$ cat src/hdl/read_guard_pkg.sv
/*
 * AXI read watchdog shared definitions
 * Pool size, field widths, index and counter types, phase and fault encodings
 */
package read_guard_pkg;

  // Reads tracked at once
  localparam int unsigned NumSlots     = 4;
  localparam int unsigned SlotIdxWidth = $clog2(NumSlots);

  // AXI field widths
  localparam int unsigned IdWidth      = 4;
  localparam int unsigned AddrWidth    = 32;
  localparam int unsigned LenWidth     = 8;

  // Interval counters and budgets
  localparam int unsigned CntWidth     = 16;

  typedef logic [SlotIdxWidth-1:0] slot_idx_t;
  typedef logic [IdWidth-1:0]      id_t;
  typedef logic [AddrWidth-1:0]    addr_t;
  typedef logic [LenWidth-1:0]     len_t;
  typedef logic [CntWidth-1:0]     cnt_t;

  // Life of one tracked read
  typedef enum logic [1:0] {
    PHASE_IDLE,
    PHASE_ADDR,
    PHASE_DATA
  } txn_phase_e;

  // Reason for the last watchdog trip
  typedef enum logic [2:0] {
    FAULT_NONE,
    FAULT_AR_WAIT,
    FAULT_FIRST_DATA,
    FAULT_R_STALL,
    FAULT_BURST,
    FAULT_UNWANTED
  } fault_e;

endpackage

$ cat src/hdl/slot_if.sv
/*
 * Slot events from the ID order queue to the transaction timers
 * Allocation of a new read, R beat lookup and retirement of a finished read
 */
`timescale 1ns/10ps

interface slot_if;

  // New read accepted into alloc_slot
  logic                      alloc;
  read_guard_pkg::slot_idx_t alloc_slot;
  read_guard_pkg::id_t       alloc_id;
  read_guard_pkg::addr_t     alloc_addr;
  read_guard_pkg::len_t      alloc_len;

  // R beat sampled and the head slot of its ID
  logic                      beat;
  logic                      beat_hit;
  read_guard_pkg::slot_idx_t beat_slot;

  // Last beat handshaked, slot done
  logic                      retire;
  read_guard_pkg::slot_idx_t retire_slot;

  modport queue (
    output alloc, alloc_slot, alloc_id, alloc_addr, alloc_len,
    output beat, beat_hit, beat_slot,
    output retire, retire_slot
  );

  modport timer (
    input alloc, alloc_slot, alloc_id, alloc_addr, alloc_len,
    input beat, beat_hit, beat_slot,
    input retire, retire_slot
  );

endinterface

$ cat src/hdl/id_order_queue.sv
/*
 * ID order queue
 * Keeps a linked list of slots per live AXI ID so reads of one ID retire in order,
 * allocates slots on AR handshakes and resolves R beats to the head slot of their ID
 */
`timescale 1ns/10ps

module id_order_queue (
  input  logic                  clk_i,
  input  logic                  rst_ni,
  input  logic                  ar_valid_i,
  input  logic                  ar_ready_i,
  input  read_guard_pkg::id_t   ar_id_i,
  input  read_guard_pkg::addr_t ar_addr_i,
  input  read_guard_pkg::len_t  ar_len_i,
  input  logic                  r_valid_i,
  input  logic                  r_ready_i,
  input  read_guard_pkg::id_t   r_id_i,
  input  logic                  r_last_i,
  input  logic                  tracking_off_i,
  output logic                  full_o,
  output logic                  unwanted_o,
  slot_if.queue                 slot
);

  // Slot pool and per-slot link to the next read of the same ID
  logic [read_guard_pkg::NumSlots-1:0]                            slot_free_q, slot_free_d;
  read_guard_pkg::slot_idx_t [read_guard_pkg::NumSlots-1:0]       next_q, next_d;

  // Head-tail table, one entry per live ID, never more entries than slots
  logic [read_guard_pkg::NumSlots-1:0]                            ht_vld_q, ht_vld_d;
  read_guard_pkg::id_t [read_guard_pkg::NumSlots-1:0]             ht_id_q, ht_id_d;
  read_guard_pkg::slot_idx_t [read_guard_pkg::NumSlots-1:0]       ht_head_q, ht_head_d;
  read_guard_pkg::slot_idx_t [read_guard_pkg::NumSlots-1:0]       ht_tail_q, ht_tail_d;

  logic                                accept, retire, rsp_empties;
  logic                                rsp_hit, in_hit;
  read_guard_pkg::slot_idx_t           rsp_idx, in_idx, rsp_head;
  logic [read_guard_pkg::NumSlots-1:0] slot_free_now, ht_free_now;
  read_guard_pkg::slot_idx_t           new_slot, new_ht;

  assign full_o = (slot_free_q == '0);
  assign accept = ar_valid_i && ar_ready_i && !full_o && !tracking_off_i;

  // Table lookup for the R beat ID and the incoming AR ID
  always_comb begin
    rsp_hit = 1'b0;
    rsp_idx = '0;
    in_hit  = 1'b0;
    in_idx  = '0;
    for (int i = 0; i < read_guard_pkg::NumSlots; i++) begin
      if (ht_vld_q[i] && (ht_id_q[i] == r_id_i)) begin
        rsp_hit = 1'b1;
        rsp_idx = read_guard_pkg::slot_idx_t'(i);
      end
      if (ht_vld_q[i] && (ht_id_q[i] == ar_id_i)) begin
        in_hit = 1'b1;
        in_idx = read_guard_pkg::slot_idx_t'(i);
      end
    end
  end

  assign rsp_head    = ht_head_q[rsp_idx];
  assign retire      = r_valid_i && r_ready_i && r_last_i && rsp_hit;
  assign rsp_empties = retire && (rsp_head == ht_tail_q[rsp_idx]);
  assign unwanted_o  = r_valid_i && !rsp_hit;

  // Lowest free slot and table entry, counting those freed this cycle
  always_comb begin
    slot_free_now = slot_free_q;
    ht_free_now   = ~ht_vld_q;
    if (retire) begin
      slot_free_now[rsp_head] = 1'b1;
    end
    if (rsp_empties) begin
      ht_free_now[rsp_idx] = 1'b1;
    end
    new_slot = '0;
    new_ht   = '0;
    for (int i = read_guard_pkg::NumSlots - 1; i >= 0; i--) begin
      if (slot_free_now[i]) begin
        new_slot = read_guard_pkg::slot_idx_t'(i);
      end
      if (ht_free_now[i]) begin
        new_ht = read_guard_pkg::slot_idx_t'(i);
      end
    end
  end

  always_comb begin
    slot_free_d = slot_free_q;
    next_d      = next_q;
    ht_vld_d    = ht_vld_q;
    ht_id_d     = ht_id_q;
    ht_head_d   = ht_head_q;
    ht_tail_d   = ht_tail_q;
    // Pop the head of the responding ID
    if (retire) begin
      slot_free_d[rsp_head] = 1'b1;
      if (rsp_empties) begin
        ht_vld_d[rsp_idx] = 1'b0;
      end else begin
        ht_head_d[rsp_idx] = next_q[rsp_head];
      end
    end
    // Append to a live chain, or open a new one if the ID has none left
    if (accept) begin
      slot_free_d[new_slot] = 1'b0;
      if (in_hit && !(rsp_empties && (rsp_idx == in_idx))) begin
        next_d[ht_tail_q[in_idx]] = new_slot;
        ht_tail_d[in_idx]         = new_slot;
      end else begin
        ht_vld_d[new_ht]  = 1'b1;
        ht_id_d[new_ht]   = ar_id_i;
        ht_head_d[new_ht] = new_slot;
        ht_tail_d[new_ht] = new_slot;
      end
    end
    // Flush everything while the watchdog holds its reset request
    if (tracking_off_i) begin
      slot_free_d = '1;
      ht_vld_d    = '0;
    end
  end

  always_ff @(posedge clk_i or negedge rst_ni) begin
    if (!rst_ni) begin
      slot_free_q <= '1;
      ht_vld_q    <= '0;
    end else begin
      slot_free_q <= slot_free_d;
      ht_vld_q    <= ht_vld_d;
    end
  end

  always_ff @(posedge clk_i) begin
    next_q    <= next_d;
    ht_id_q   <= ht_id_d;
    ht_head_q <= ht_head_d;
    ht_tail_q <= ht_tail_d;
  end

  assign slot.alloc       = accept;
  assign slot.alloc_slot  = new_slot;
  assign slot.alloc_id    = ar_id_i;
  assign slot.alloc_addr  = ar_addr_i;
  assign slot.alloc_len   = ar_len_i;
  assign slot.beat        = r_valid_i;
  assign slot.beat_hit    = r_valid_i && rsp_hit;
  assign slot.beat_slot   = rsp_head;
  assign slot.retire      = retire;
  assign slot.retire_slot = rsp_head;

  // A chain head always points at an occupied slot
  assert property (@(posedge clk_i) disable iff (!rst_ni)
    retire |-> !slot_free_q[rsp_head]);

  // The pool fills only through an accepted read
  assert property (@(posedge clk_i) disable iff (!rst_ni)
    $rose(full_o) |-> $past(accept));

endmodule

$ cat src/hdl/txn_timer.sv
/*
 * Transaction timers
 * Per-slot phase machines with first-data, R stall and burst counters,
 * a shared AR wait counter and budget checks with fixed fault priority
 */
`timescale 1ns/10ps

module txn_timer (
  input  logic                   clk_i,
  input  logic                   rst_ni,
  input  logic                   ar_valid_i,
  input  logic                   ar_ready_i,
  input  logic                   r_ready_i,
  input  read_guard_pkg::cnt_t   budget_ar_i,
  input  read_guard_pkg::cnt_t   budget_first_i,
  input  read_guard_pkg::cnt_t   budget_stall_i,
  input  read_guard_pkg::cnt_t   budget_beat_i,
  input  logic                   tracking_off_i,
  output logic                   fault_o,
  output read_guard_pkg::fault_e fault_cause_o,
  output read_guard_pkg::id_t    fault_id_o,
  output read_guard_pkg::addr_t  fault_addr_o,
  output logic                   first_lat_vld_o,
  output read_guard_pkg::cnt_t   first_lat_o,
  output logic                   burst_lat_vld_o,
  output read_guard_pkg::cnt_t   burst_lat_o,
  slot_if.timer                  slot
);

  read_guard_pkg::txn_phase_e phase_q     [read_guard_pkg::NumSlots];
  read_guard_pkg::id_t        id_q        [read_guard_pkg::NumSlots];
  read_guard_pkg::addr_t      addr_q      [read_guard_pkg::NumSlots];
  read_guard_pkg::len_t       len_q       [read_guard_pkg::NumSlots];
  read_guard_pkg::cnt_t       first_cnt_q [read_guard_pkg::NumSlots];
  read_guard_pkg::cnt_t       stall_cnt_q [read_guard_pkg::NumSlots];
  read_guard_pkg::cnt_t       burst_cnt_q [read_guard_pkg::NumSlots];

  // Only the read not yet accepted waits on AR, so one counter serves all
  read_guard_pkg::cnt_t       ar_cnt_q;

  logic [read_guard_pkg::NumSlots-1:0]                        hit;
  logic [read_guard_pkg::CntWidth+read_guard_pkg::LenWidth:0] burst_budget;
  read_guard_pkg::fault_e                                     slot_cause;

  // Beat aimed at each slot
  always_comb begin
    for (int i = 0; i < read_guard_pkg::NumSlots; i++) begin
      hit[i] = slot.beat && slot.beat_hit && (slot.beat_slot == i);
    end
  end

  always_ff @(posedge clk_i or negedge rst_ni) begin
    if (!rst_ni) begin
      for (int i = 0; i < read_guard_pkg::NumSlots; i++) begin
        phase_q[i] <= read_guard_pkg::PHASE_IDLE;
      end
      ar_cnt_q        <= '0;
      first_lat_vld_o <= 1'b0;
      burst_lat_vld_o <= 1'b0;
    end else begin
      first_lat_vld_o <= 1'b0;
      burst_lat_vld_o <= 1'b0;
      for (int i = 0; i < read_guard_pkg::NumSlots; i++) begin
        if (!tracking_off_i && hit[i] && (phase_q[i] == read_guard_pkg::PHASE_ADDR)) begin
          first_lat_vld_o <= 1'b1;
        end
        if (!tracking_off_i && slot.retire && (slot.retire_slot == i)) begin
          burst_lat_vld_o <= 1'b1;
        end
        // A new read may take over a slot in the cycle it retires
        if (tracking_off_i) begin
          phase_q[i] <= read_guard_pkg::PHASE_IDLE;
        end else if (slot.alloc && (slot.alloc_slot == i)) begin
          phase_q[i] <= read_guard_pkg::PHASE_ADDR;
        end else if (slot.retire && (slot.retire_slot == i)) begin
          phase_q[i] <= read_guard_pkg::PHASE_IDLE;
        end else if (hit[i] && (phase_q[i] == read_guard_pkg::PHASE_ADDR)) begin
          phase_q[i] <= read_guard_pkg::PHASE_DATA;
        end
      end
      if (tracking_off_i || (ar_valid_i && ar_ready_i)) begin
        ar_cnt_q <= '0;
      end else if (ar_valid_i) begin
        ar_cnt_q <= ar_cnt_q + 1'b1;
      end
    end
  end

  always_ff @(posedge clk_i) begin
    for (int i = 0; i < read_guard_pkg::NumSlots; i++) begin
      if (slot.alloc && (slot.alloc_slot == i)) begin
        id_q[i]        <= slot.alloc_id;
        addr_q[i]      <= slot.alloc_addr;
        len_q[i]       <= slot.alloc_len;
        first_cnt_q[i] <= '0;
        stall_cnt_q[i] <= '0;
        burst_cnt_q[i] <= '0;
      end else begin
        if (phase_q[i] == read_guard_pkg::PHASE_ADDR) begin
          first_cnt_q[i] <= first_cnt_q[i] + 1'b1;
        end
        if (phase_q[i] == read_guard_pkg::PHASE_DATA) begin
          burst_cnt_q[i] <= burst_cnt_q[i] + 1'b1;
        end
        if (hit[i] && !r_ready_i) begin
          stall_cnt_q[i] <= stall_cnt_q[i] + 1'b1;
        end
      end
      if (hit[i] && (phase_q[i] == read_guard_pkg::PHASE_ADDR)) begin
        first_lat_o <= first_cnt_q[i];
      end
      if (slot.retire && (slot.retire_slot == i)) begin
        burst_lat_o <= burst_cnt_q[i];
      end
    end
  end

  // AR wait has the lowest rank and carries no ID or address
  always_comb begin
    fault_o       = (ar_cnt_q > budget_ar_i);
    fault_cause_o = fault_o ? read_guard_pkg::FAULT_AR_WAIT : read_guard_pkg::FAULT_NONE;
    fault_id_o    = '0;
    fault_addr_o  = '0;
    burst_budget  = '0;
    slot_cause    = read_guard_pkg::FAULT_NONE;
    // Walk down so the lowest slot overrides, and the first cause within a slot
    for (int i = read_guard_pkg::NumSlots - 1; i >= 0; i--) begin
      burst_budget = {{(read_guard_pkg::LenWidth + 1){1'b0}}, budget_beat_i} *
                     ({{(read_guard_pkg::CntWidth + 1){1'b0}}, len_q[i]} + 1'b1);
      slot_cause   = read_guard_pkg::FAULT_NONE;
      if ((phase_q[i] == read_guard_pkg::PHASE_DATA) &&
          ({{(read_guard_pkg::LenWidth + 1){1'b0}}, burst_cnt_q[i]} > burst_budget)) begin
        slot_cause = read_guard_pkg::FAULT_BURST;
      end
      if ((phase_q[i] != read_guard_pkg::PHASE_IDLE) && (stall_cnt_q[i] > budget_stall_i)) begin
        slot_cause = read_guard_pkg::FAULT_R_STALL;
      end
      if ((phase_q[i] == read_guard_pkg::PHASE_ADDR) && (first_cnt_q[i] > budget_first_i)) begin
        slot_cause = read_guard_pkg::FAULT_FIRST_DATA;
      end
      if (slot_cause != read_guard_pkg::FAULT_NONE) begin
        fault_o       = 1'b1;
        fault_cause_o = slot_cause;
        fault_id_o    = id_q[i];
        fault_addr_o  = addr_q[i];
      end
    end
  end

  // Queue chains and timer phases stay in step
  assert property (@(posedge clk_i) disable iff (!rst_ni)
    slot.beat_hit |-> (phase_q[slot.beat_slot] != read_guard_pkg::PHASE_IDLE));

endmodule

$ cat src/hdl/fault_reporter.sv
/*
 * Fault reporter
 * Latches the first fault record, pulses the interrupt, holds the reset request
 * until software clears it and keeps the latest latency values
 */
`timescale 1ns/10ps

module fault_reporter (
  input  logic                   clk_i,
  input  logic                   rst_ni,
  input  logic                   tmr_fault_i,
  input  read_guard_pkg::fault_e tmr_cause_i,
  input  read_guard_pkg::id_t    tmr_id_i,
  input  read_guard_pkg::addr_t  tmr_addr_i,
  input  logic                   unwanted_i,
  input  read_guard_pkg::id_t    r_id_i,
  input  logic                   reset_clear_i,
  input  logic                   first_lat_vld_i,
  input  read_guard_pkg::cnt_t   first_lat_i,
  input  logic                   burst_lat_vld_i,
  input  read_guard_pkg::cnt_t   burst_lat_i,
  output logic                   reset_req_o,
  output logic                   irq_o,
  output read_guard_pkg::fault_e fault_cause_o,
  output read_guard_pkg::id_t    fault_id_o,
  output read_guard_pkg::addr_t  fault_addr_o,
  output read_guard_pkg::cnt_t   lat_first_o,
  output read_guard_pkg::cnt_t   lat_burst_o
);

  logic new_fault;

  // Faults are ignored while a reset request is pending
  assign new_fault = (tmr_fault_i || unwanted_i) && !reset_req_o;

  always_ff @(posedge clk_i or negedge rst_ni) begin
    if (!rst_ni) begin
      reset_req_o   <= 1'b0;
      irq_o         <= 1'b0;
      fault_cause_o <= read_guard_pkg::FAULT_NONE;
      lat_first_o   <= '0;
      lat_burst_o   <= '0;
    end else begin
      irq_o <= new_fault;
      if (new_fault) begin
        reset_req_o   <= 1'b1;
        fault_cause_o <= tmr_fault_i ? tmr_cause_i : read_guard_pkg::FAULT_UNWANTED;
      end else if (reset_clear_i) begin
        reset_req_o <= 1'b0;
      end
      if (first_lat_vld_i) begin
        lat_first_o <= first_lat_i;
      end
      if (burst_lat_vld_i) begin
        lat_burst_o <= burst_lat_i;
      end
    end
  end

  // Timer faults win, an unwanted beat has no address
  always_ff @(posedge clk_i) begin
    if (new_fault) begin
      fault_id_o   <= tmr_fault_i ? tmr_id_i : r_id_i;
      fault_addr_o <= tmr_fault_i ? tmr_addr_i : '0;
    end
  end

  // One interrupt per trip
  assert property (@(posedge clk_i) disable iff (!rst_ni)
    irq_o |=> !irq_o);

endmodule

$ cat src/hdl/read_guard.sv
/*
 * AXI read-channel watchdog
 * Tracks outstanding reads per ID, times them against budgets and
 * reports the first overrun or unexpected response
 */
`timescale 1ns/10ps

module read_guard (
  input  logic                   clk_i,
  input  logic                   rst_ni,
  input  logic                   ar_valid_i,
  input  logic                   ar_ready_i,
  input  read_guard_pkg::id_t    ar_id_i,
  input  read_guard_pkg::addr_t  ar_addr_i,
  input  read_guard_pkg::len_t   ar_len_i,
  input  logic                   r_valid_i,
  input  logic                   r_ready_i,
  input  read_guard_pkg::id_t    r_id_i,
  input  logic                   r_last_i,
  input  read_guard_pkg::cnt_t   budget_ar_i,
  input  read_guard_pkg::cnt_t   budget_first_i,
  input  read_guard_pkg::cnt_t   budget_stall_i,
  input  read_guard_pkg::cnt_t   budget_beat_i,
  input  logic                   reset_clear_i,
  output logic                   full_o,
  output logic                   reset_req_o,
  output logic                   irq_o,
  output read_guard_pkg::fault_e fault_cause_o,
  output read_guard_pkg::id_t    fault_id_o,
  output read_guard_pkg::addr_t  fault_addr_o,
  output read_guard_pkg::cnt_t   lat_first_o,
  output read_guard_pkg::cnt_t   lat_burst_o
);

  logic                   unwanted;
  logic                   tmr_fault;
  read_guard_pkg::fault_e tmr_cause;
  read_guard_pkg::id_t    tmr_id;
  read_guard_pkg::addr_t  tmr_addr;
  logic                   first_lat_vld, burst_lat_vld;
  read_guard_pkg::cnt_t   first_lat, burst_lat;

  slot_if i_slot ();

  id_order_queue i_queue (
    .clk_i          (clk_i),
    .rst_ni         (rst_ni),
    .ar_valid_i     (ar_valid_i),
    .ar_ready_i     (ar_ready_i),
    .ar_id_i        (ar_id_i),
    .ar_addr_i      (ar_addr_i),
    .ar_len_i       (ar_len_i),
    .r_valid_i      (r_valid_i),
    .r_ready_i      (r_ready_i),
    .r_id_i         (r_id_i),
    .r_last_i       (r_last_i),
    .tracking_off_i (reset_req_o),
    .full_o         (full_o),
    .unwanted_o     (unwanted),
    .slot           (i_slot)
  );

  txn_timer i_timer (
    .clk_i           (clk_i),
    .rst_ni          (rst_ni),
    .ar_valid_i      (ar_valid_i),
    .ar_ready_i      (ar_ready_i),
    .r_ready_i       (r_ready_i),
    .budget_ar_i     (budget_ar_i),
    .budget_first_i  (budget_first_i),
    .budget_stall_i  (budget_stall_i),
    .budget_beat_i   (budget_beat_i),
    .tracking_off_i  (reset_req_o),
    .fault_o         (tmr_fault),
    .fault_cause_o   (tmr_cause),
    .fault_id_o      (tmr_id),
    .fault_addr_o    (tmr_addr),
    .first_lat_vld_o (first_lat_vld),
    .first_lat_o     (first_lat),
    .burst_lat_vld_o (burst_lat_vld),
    .burst_lat_o     (burst_lat),
    .slot            (i_slot)
  );

  fault_reporter i_reporter (
    .clk_i           (clk_i),
    .rst_ni          (rst_ni),
    .tmr_fault_i     (tmr_fault),
    .tmr_cause_i     (tmr_cause),
    .tmr_id_i        (tmr_id),
    .tmr_addr_i      (tmr_addr),
    .unwanted_i      (unwanted),
    .r_id_i          (r_id_i),
    .reset_clear_i   (reset_clear_i),
    .first_lat_vld_i (first_lat_vld),
    .first_lat_i     (first_lat),
    .burst_lat_vld_i (burst_lat_vld),
    .burst_lat_i     (burst_lat),
    .reset_req_o     (reset_req_o),
    .irq_o           (irq_o),
    .fault_cause_o   (fault_cause_o),
    .fault_id_o      (fault_id_o),
    .fault_addr_o    (fault_addr_o),
    .lat_first_o     (lat_first_o),
    .lat_burst_o     (lat_burst_o)
  );

endmodule

$ cat config.mk
export PLATFORM = sky130hd
export DESIGN_NAME = read_guard
export DESIGN_NICKNAME = d
export VERILOG_FILES = /design/src/hdl/read_guard_pkg.sv /design/src/hdl/slot_if.sv /design/src/hdl/id_order_queue.sv /design/src/hdl/txn_timer.sv /design/src/hdl/fault_reporter.sv /design/src/hdl/read_guard.sv
export SDC_FILE = /design/constraint.sdc
export NUM_CORES = 2
export LEC_CHECK = 0
export BUFFER_PORTS_ARGS = -buffer_cell sky130_fd_sc_hd__buf_2
export CORE_MARGIN = 2
export CORE_UTILIZATION = 45
export CTS_CLUSTER_DIAMETER = 30
export CTS_CLUSTER_SIZE = 8
export DETAILED_ROUTE_END_ITERATION = 10
export PLACE_DENSITY_LB_ADDON = 0.08
export SETUP_SLACK_MARGIN = 0.5
export SLEW_MARGIN = 20
export SYNTH_ARGS = -nofsm -noshare
export SYNTH_HDL_FRONTEND = slang
export SYNTH_SLANG_ARGS = --single-unit
$ cat constraint.sdc
create_clock -name clk_i -period 20.7 [get_ports clk_i]
set_clock_uncertainty 0.15 [all_clocks]
set_input_delay 0 -clock clk_i [delete_from_list [all_inputs] [get_ports clk_i]]
set_output_delay 0 -clock clk_i [all_outputs]
set_load 0.01 [all_outputs]
==> flow_summary.yaml <==
clock_network:
  cts_tree: "yes"
  cts_root_buffer: "clkbuf_16"
  numCtsBuffers: 138
  cts_sinks: 547
  cts_max_level: 4
  clk_latency_ns: 0.74
  clockBufferDepth: 3
  clkSlewWorstSetupHoldPaths_ns: 0.05
  cts_setup_buffers: 0
  cts_resized: 0
final_layout:
  final_util_pct: 53.0
  antennaDiodeCount: 0
  fillCellCount: 9845
  drive_gt1_share_pct: 10.2
  fin_cells: 6780
  fin_nets: 6185
  areaGrowthSynthToFinish_pct: 17.0
route:
  drt-total-wl_mm: 133
  routed_via_density: 5.39
  postRouteAntennaNets: 0
  drc_errors: 0
  drt_iter0_drc: 2294
  num_vias: 36500
  avgRoutedWirePerCell_microns: 19.7
  first_pass_iters: 5
logic_synthesis:
  synthArstFlopShare_pct: 13.0
  synth_nets: 5867
  synth.most_common_cell: "inv_1"
  synth-main-ff-cell: "edfxtp_1"
  yosys-top-cells-area: "edfxtp_1 (29%), fa_1 (16%), ha_1 (10%)"
  ys_seq_area_share_pct: 33.0
  synth_edf_count: 468
  syn_area_per_cell_sq_um: 9.81
  ys_seq_elements: 547
  syn_inst: 4946
  ys_warn_count: 0
  synth_commonest_cells: "inv_1 (660), edfxtp_1 (468), nand2_1 (424)"
  synth.distinct_cells: 84
  synth_top_area_share_pct: 29.0
  syn-cell-area_sq_um: 48500
  synth_top_area_cell: "edfxtp_1"
global_route:
  grt_use_total_pct: 24.5
  antenna_found_initial: 5
  grt.overflow.total: 0
  grt_pass1_vias: 37200
  grt_pass1_wl_mm: 212
  grt_max_degree: 64
placement:
  dp.cells: 6430
  place.port_buffers: 193
  hpwl_mm: 97.1
  pre_cts_slack_ns: 10.10
  gp_congestion: 0.873
critical_path:
  required_ns: 20.91
  worst_setup_path_end_kind: "flop"
  cp_max_fo: 37
  startpoint_type: "flop"
  worstSetupPathType: "reg -> reg"
  critPathArrivalTime_ns: 10.73
  cpPeakStageDelay_ns: 0.87
  worst_path_max_delay_cell: "edfxtp_1"
timing:
  setup_ws_ns: 10.18
  max_slew_margin_pct: 27.1
  maxSlewViolCount: 0
  final.setup.tns_ns: 0
  hold_viol: 0
  setup_viol: 0
  rsz0062_at_grt: "no"
  tightest_slew_ns: 1.08
  period_share_pct: 50.8
  fmax_mhz: 95.0
  fin_crit_ns: 10.52
floorplan:
  core_sq_um: 107000
  dieHeight_microns: 332
  rows: 120
  dieArea_sq_um: 110000
  ioPinCount: 194
  initial_utilization_pct: 45.3
  die_x_microns: 332
power_and_ir_drop:
  p_leak_nw: 25.0
  p_per_area_nw_per_um2: 115
  power_mw: 6.52
  vdd_drop_max_mv: 0.101
job:
  drv_cap: 0
status:
  run_status: "finished, final reports clean"
min_path:
  holdCritPathClass: "in -> reg"
per-layer routing:
metal | track usage [%] | vias up | routed length, microns
li1 | - | 17300 | -
met3 | 3.50 | 169 | 5880
met4 | 6.44 | 2 | 2560
met2 | 40.1 | 792 | 63000
met5 | 0 | - | 7
met1 | 34.0 | 18200 | 62000
what timing repair did:
action / CTS / global route
setup endpoints to repair: 0 / 0
hold buffers: 97 / 0
hold endpoints to repair: 382 / 0
stage by stage:
stage | hold WS, ns | instance area (sq um)
5_1_grt | 0.0276 | 56700
6_report | 0.0605 | 56700
4_1_cts | 0.0152 | 56700
3_5_place_dp | -0.297 | 51100
2_1_floorplan | -0.446 | 48500
3_3_place_gp | -0.297 | 51100
final cells by class:
cell class / count / area, sq um / area share, %
sequential: 547 / 16000 / 28.2
clock inverter: 78 / 963 / 1.70
tap: 1403 / 1760 / 3.09
multi-input combinational: 3564 / 29400 / 51.9
inverter: 662 / 2480 / 4.38
timing repair buffer: 351 / 2400 / 4.23
clock buffer: 175 / 3720 / 6.55
state kept, by name, summed over array words and instances, names as in the netlist, 16 cells and up:
register and count:
i_queue.ht_id_q 16, i_reporter.fault_addr_o 32, i_reporter.lat_burst_o 16, i_reporter.lat_first_o 16, i_timer.addr_q 128, i_timer.ar_cnt_q 16
i_timer.burst_cnt_q 64, i_timer.burst_lat_o 16, i_timer.first_cnt_q 64, i_timer.first_lat_o 16, i_timer.id_q 16, i_timer.len_q 32
i_timer.stall_cnt_q 64
power breakdown:
| group | total (mW) | internal (mW) | leakage [nW] | switching (mW) |
|---|---|---|---|---|
| registers | 1.43 | 1.34 | 5.31 | 0.0913 |
| clock network | 2.14 | 1.45 | 2.27 | 0.692 |
| logic | 2.95 | 1.19 | 17.4 | 1.76 |
path summary, 6_finish.rpt:
kind                                         from                          to  slack [ns]  cells past startpoint
setup / recovery              i_timer.len_q[1][0]  i_reporter.fault_addr_o[8]       10.18                     35
hold / removal                        ar_len_i[6]         i_timer.len_q[1][6]        0.06                      2
setup reg to reg              i_timer.len_q[1][0]  i_reporter.fault_addr_o[8]       10.18                     35
hold reg to reg            i_timer.burst_lat_o[3]   i_reporter.lat_burst_o[3]        0.30                      1
max in group asynchronous                  rst_ni   i_reporter.lat_burst_o[8]       19.31                      4
min in group asynchronous                  rst_ni  i_reporter.lat_first_o[10]        0.46                      4
worst max-delay path, delay by kind of cell (launching register included):
family          cells  cell delay (ns)
simple gates       12             2.83
flops               1             0.87
compound gates     10             2.32
fa+ha+maj           7             3.06
buf+inv             5             0.66
xor+xnor            1             0.20
logic make-up (layout without fill, tap and decap cells):
group | Yosys count | in the layout | synth area share [%]
AO/OA/AOI/OAI | 703 | 703 | 9.28
XOR/XNOR | 292 | 292 | 5.27
adder cells (fa/ha/maj) | 801 | 801 | 26.8
buffers and inverters | 835 | 1266 | 6.55
flip-flops | 547 | 547 | 33.0
multiplexers | 90 | 90 | 1.95
AND/OR/NAND/NOR | 1678 | 1678 | 17.2
cell usage in the layout, fill, tap and decap left out, drive strengths merged, types with 17 or more instances in the layout:
cell type	n
and3	72
nand2	424
dlygate4sd3	97
inv	665
a31oi	17
a21oi	171
clkbuf	175
nand4	55
nand3	173
o21ai	198
mux2i	53
a21o	54
fa	396
dfrtp	67
buf	254
o21a	25
a211oi	35
xnor2	119
a22oi	70
nand2b	113
ha	405
nor4	21
and2	166
mux2	37
nor3	40
nor2	363
nor2b	194
clkinv	56
xor2	173
edfxtp	468
Power figures use the tool's default switching activity.
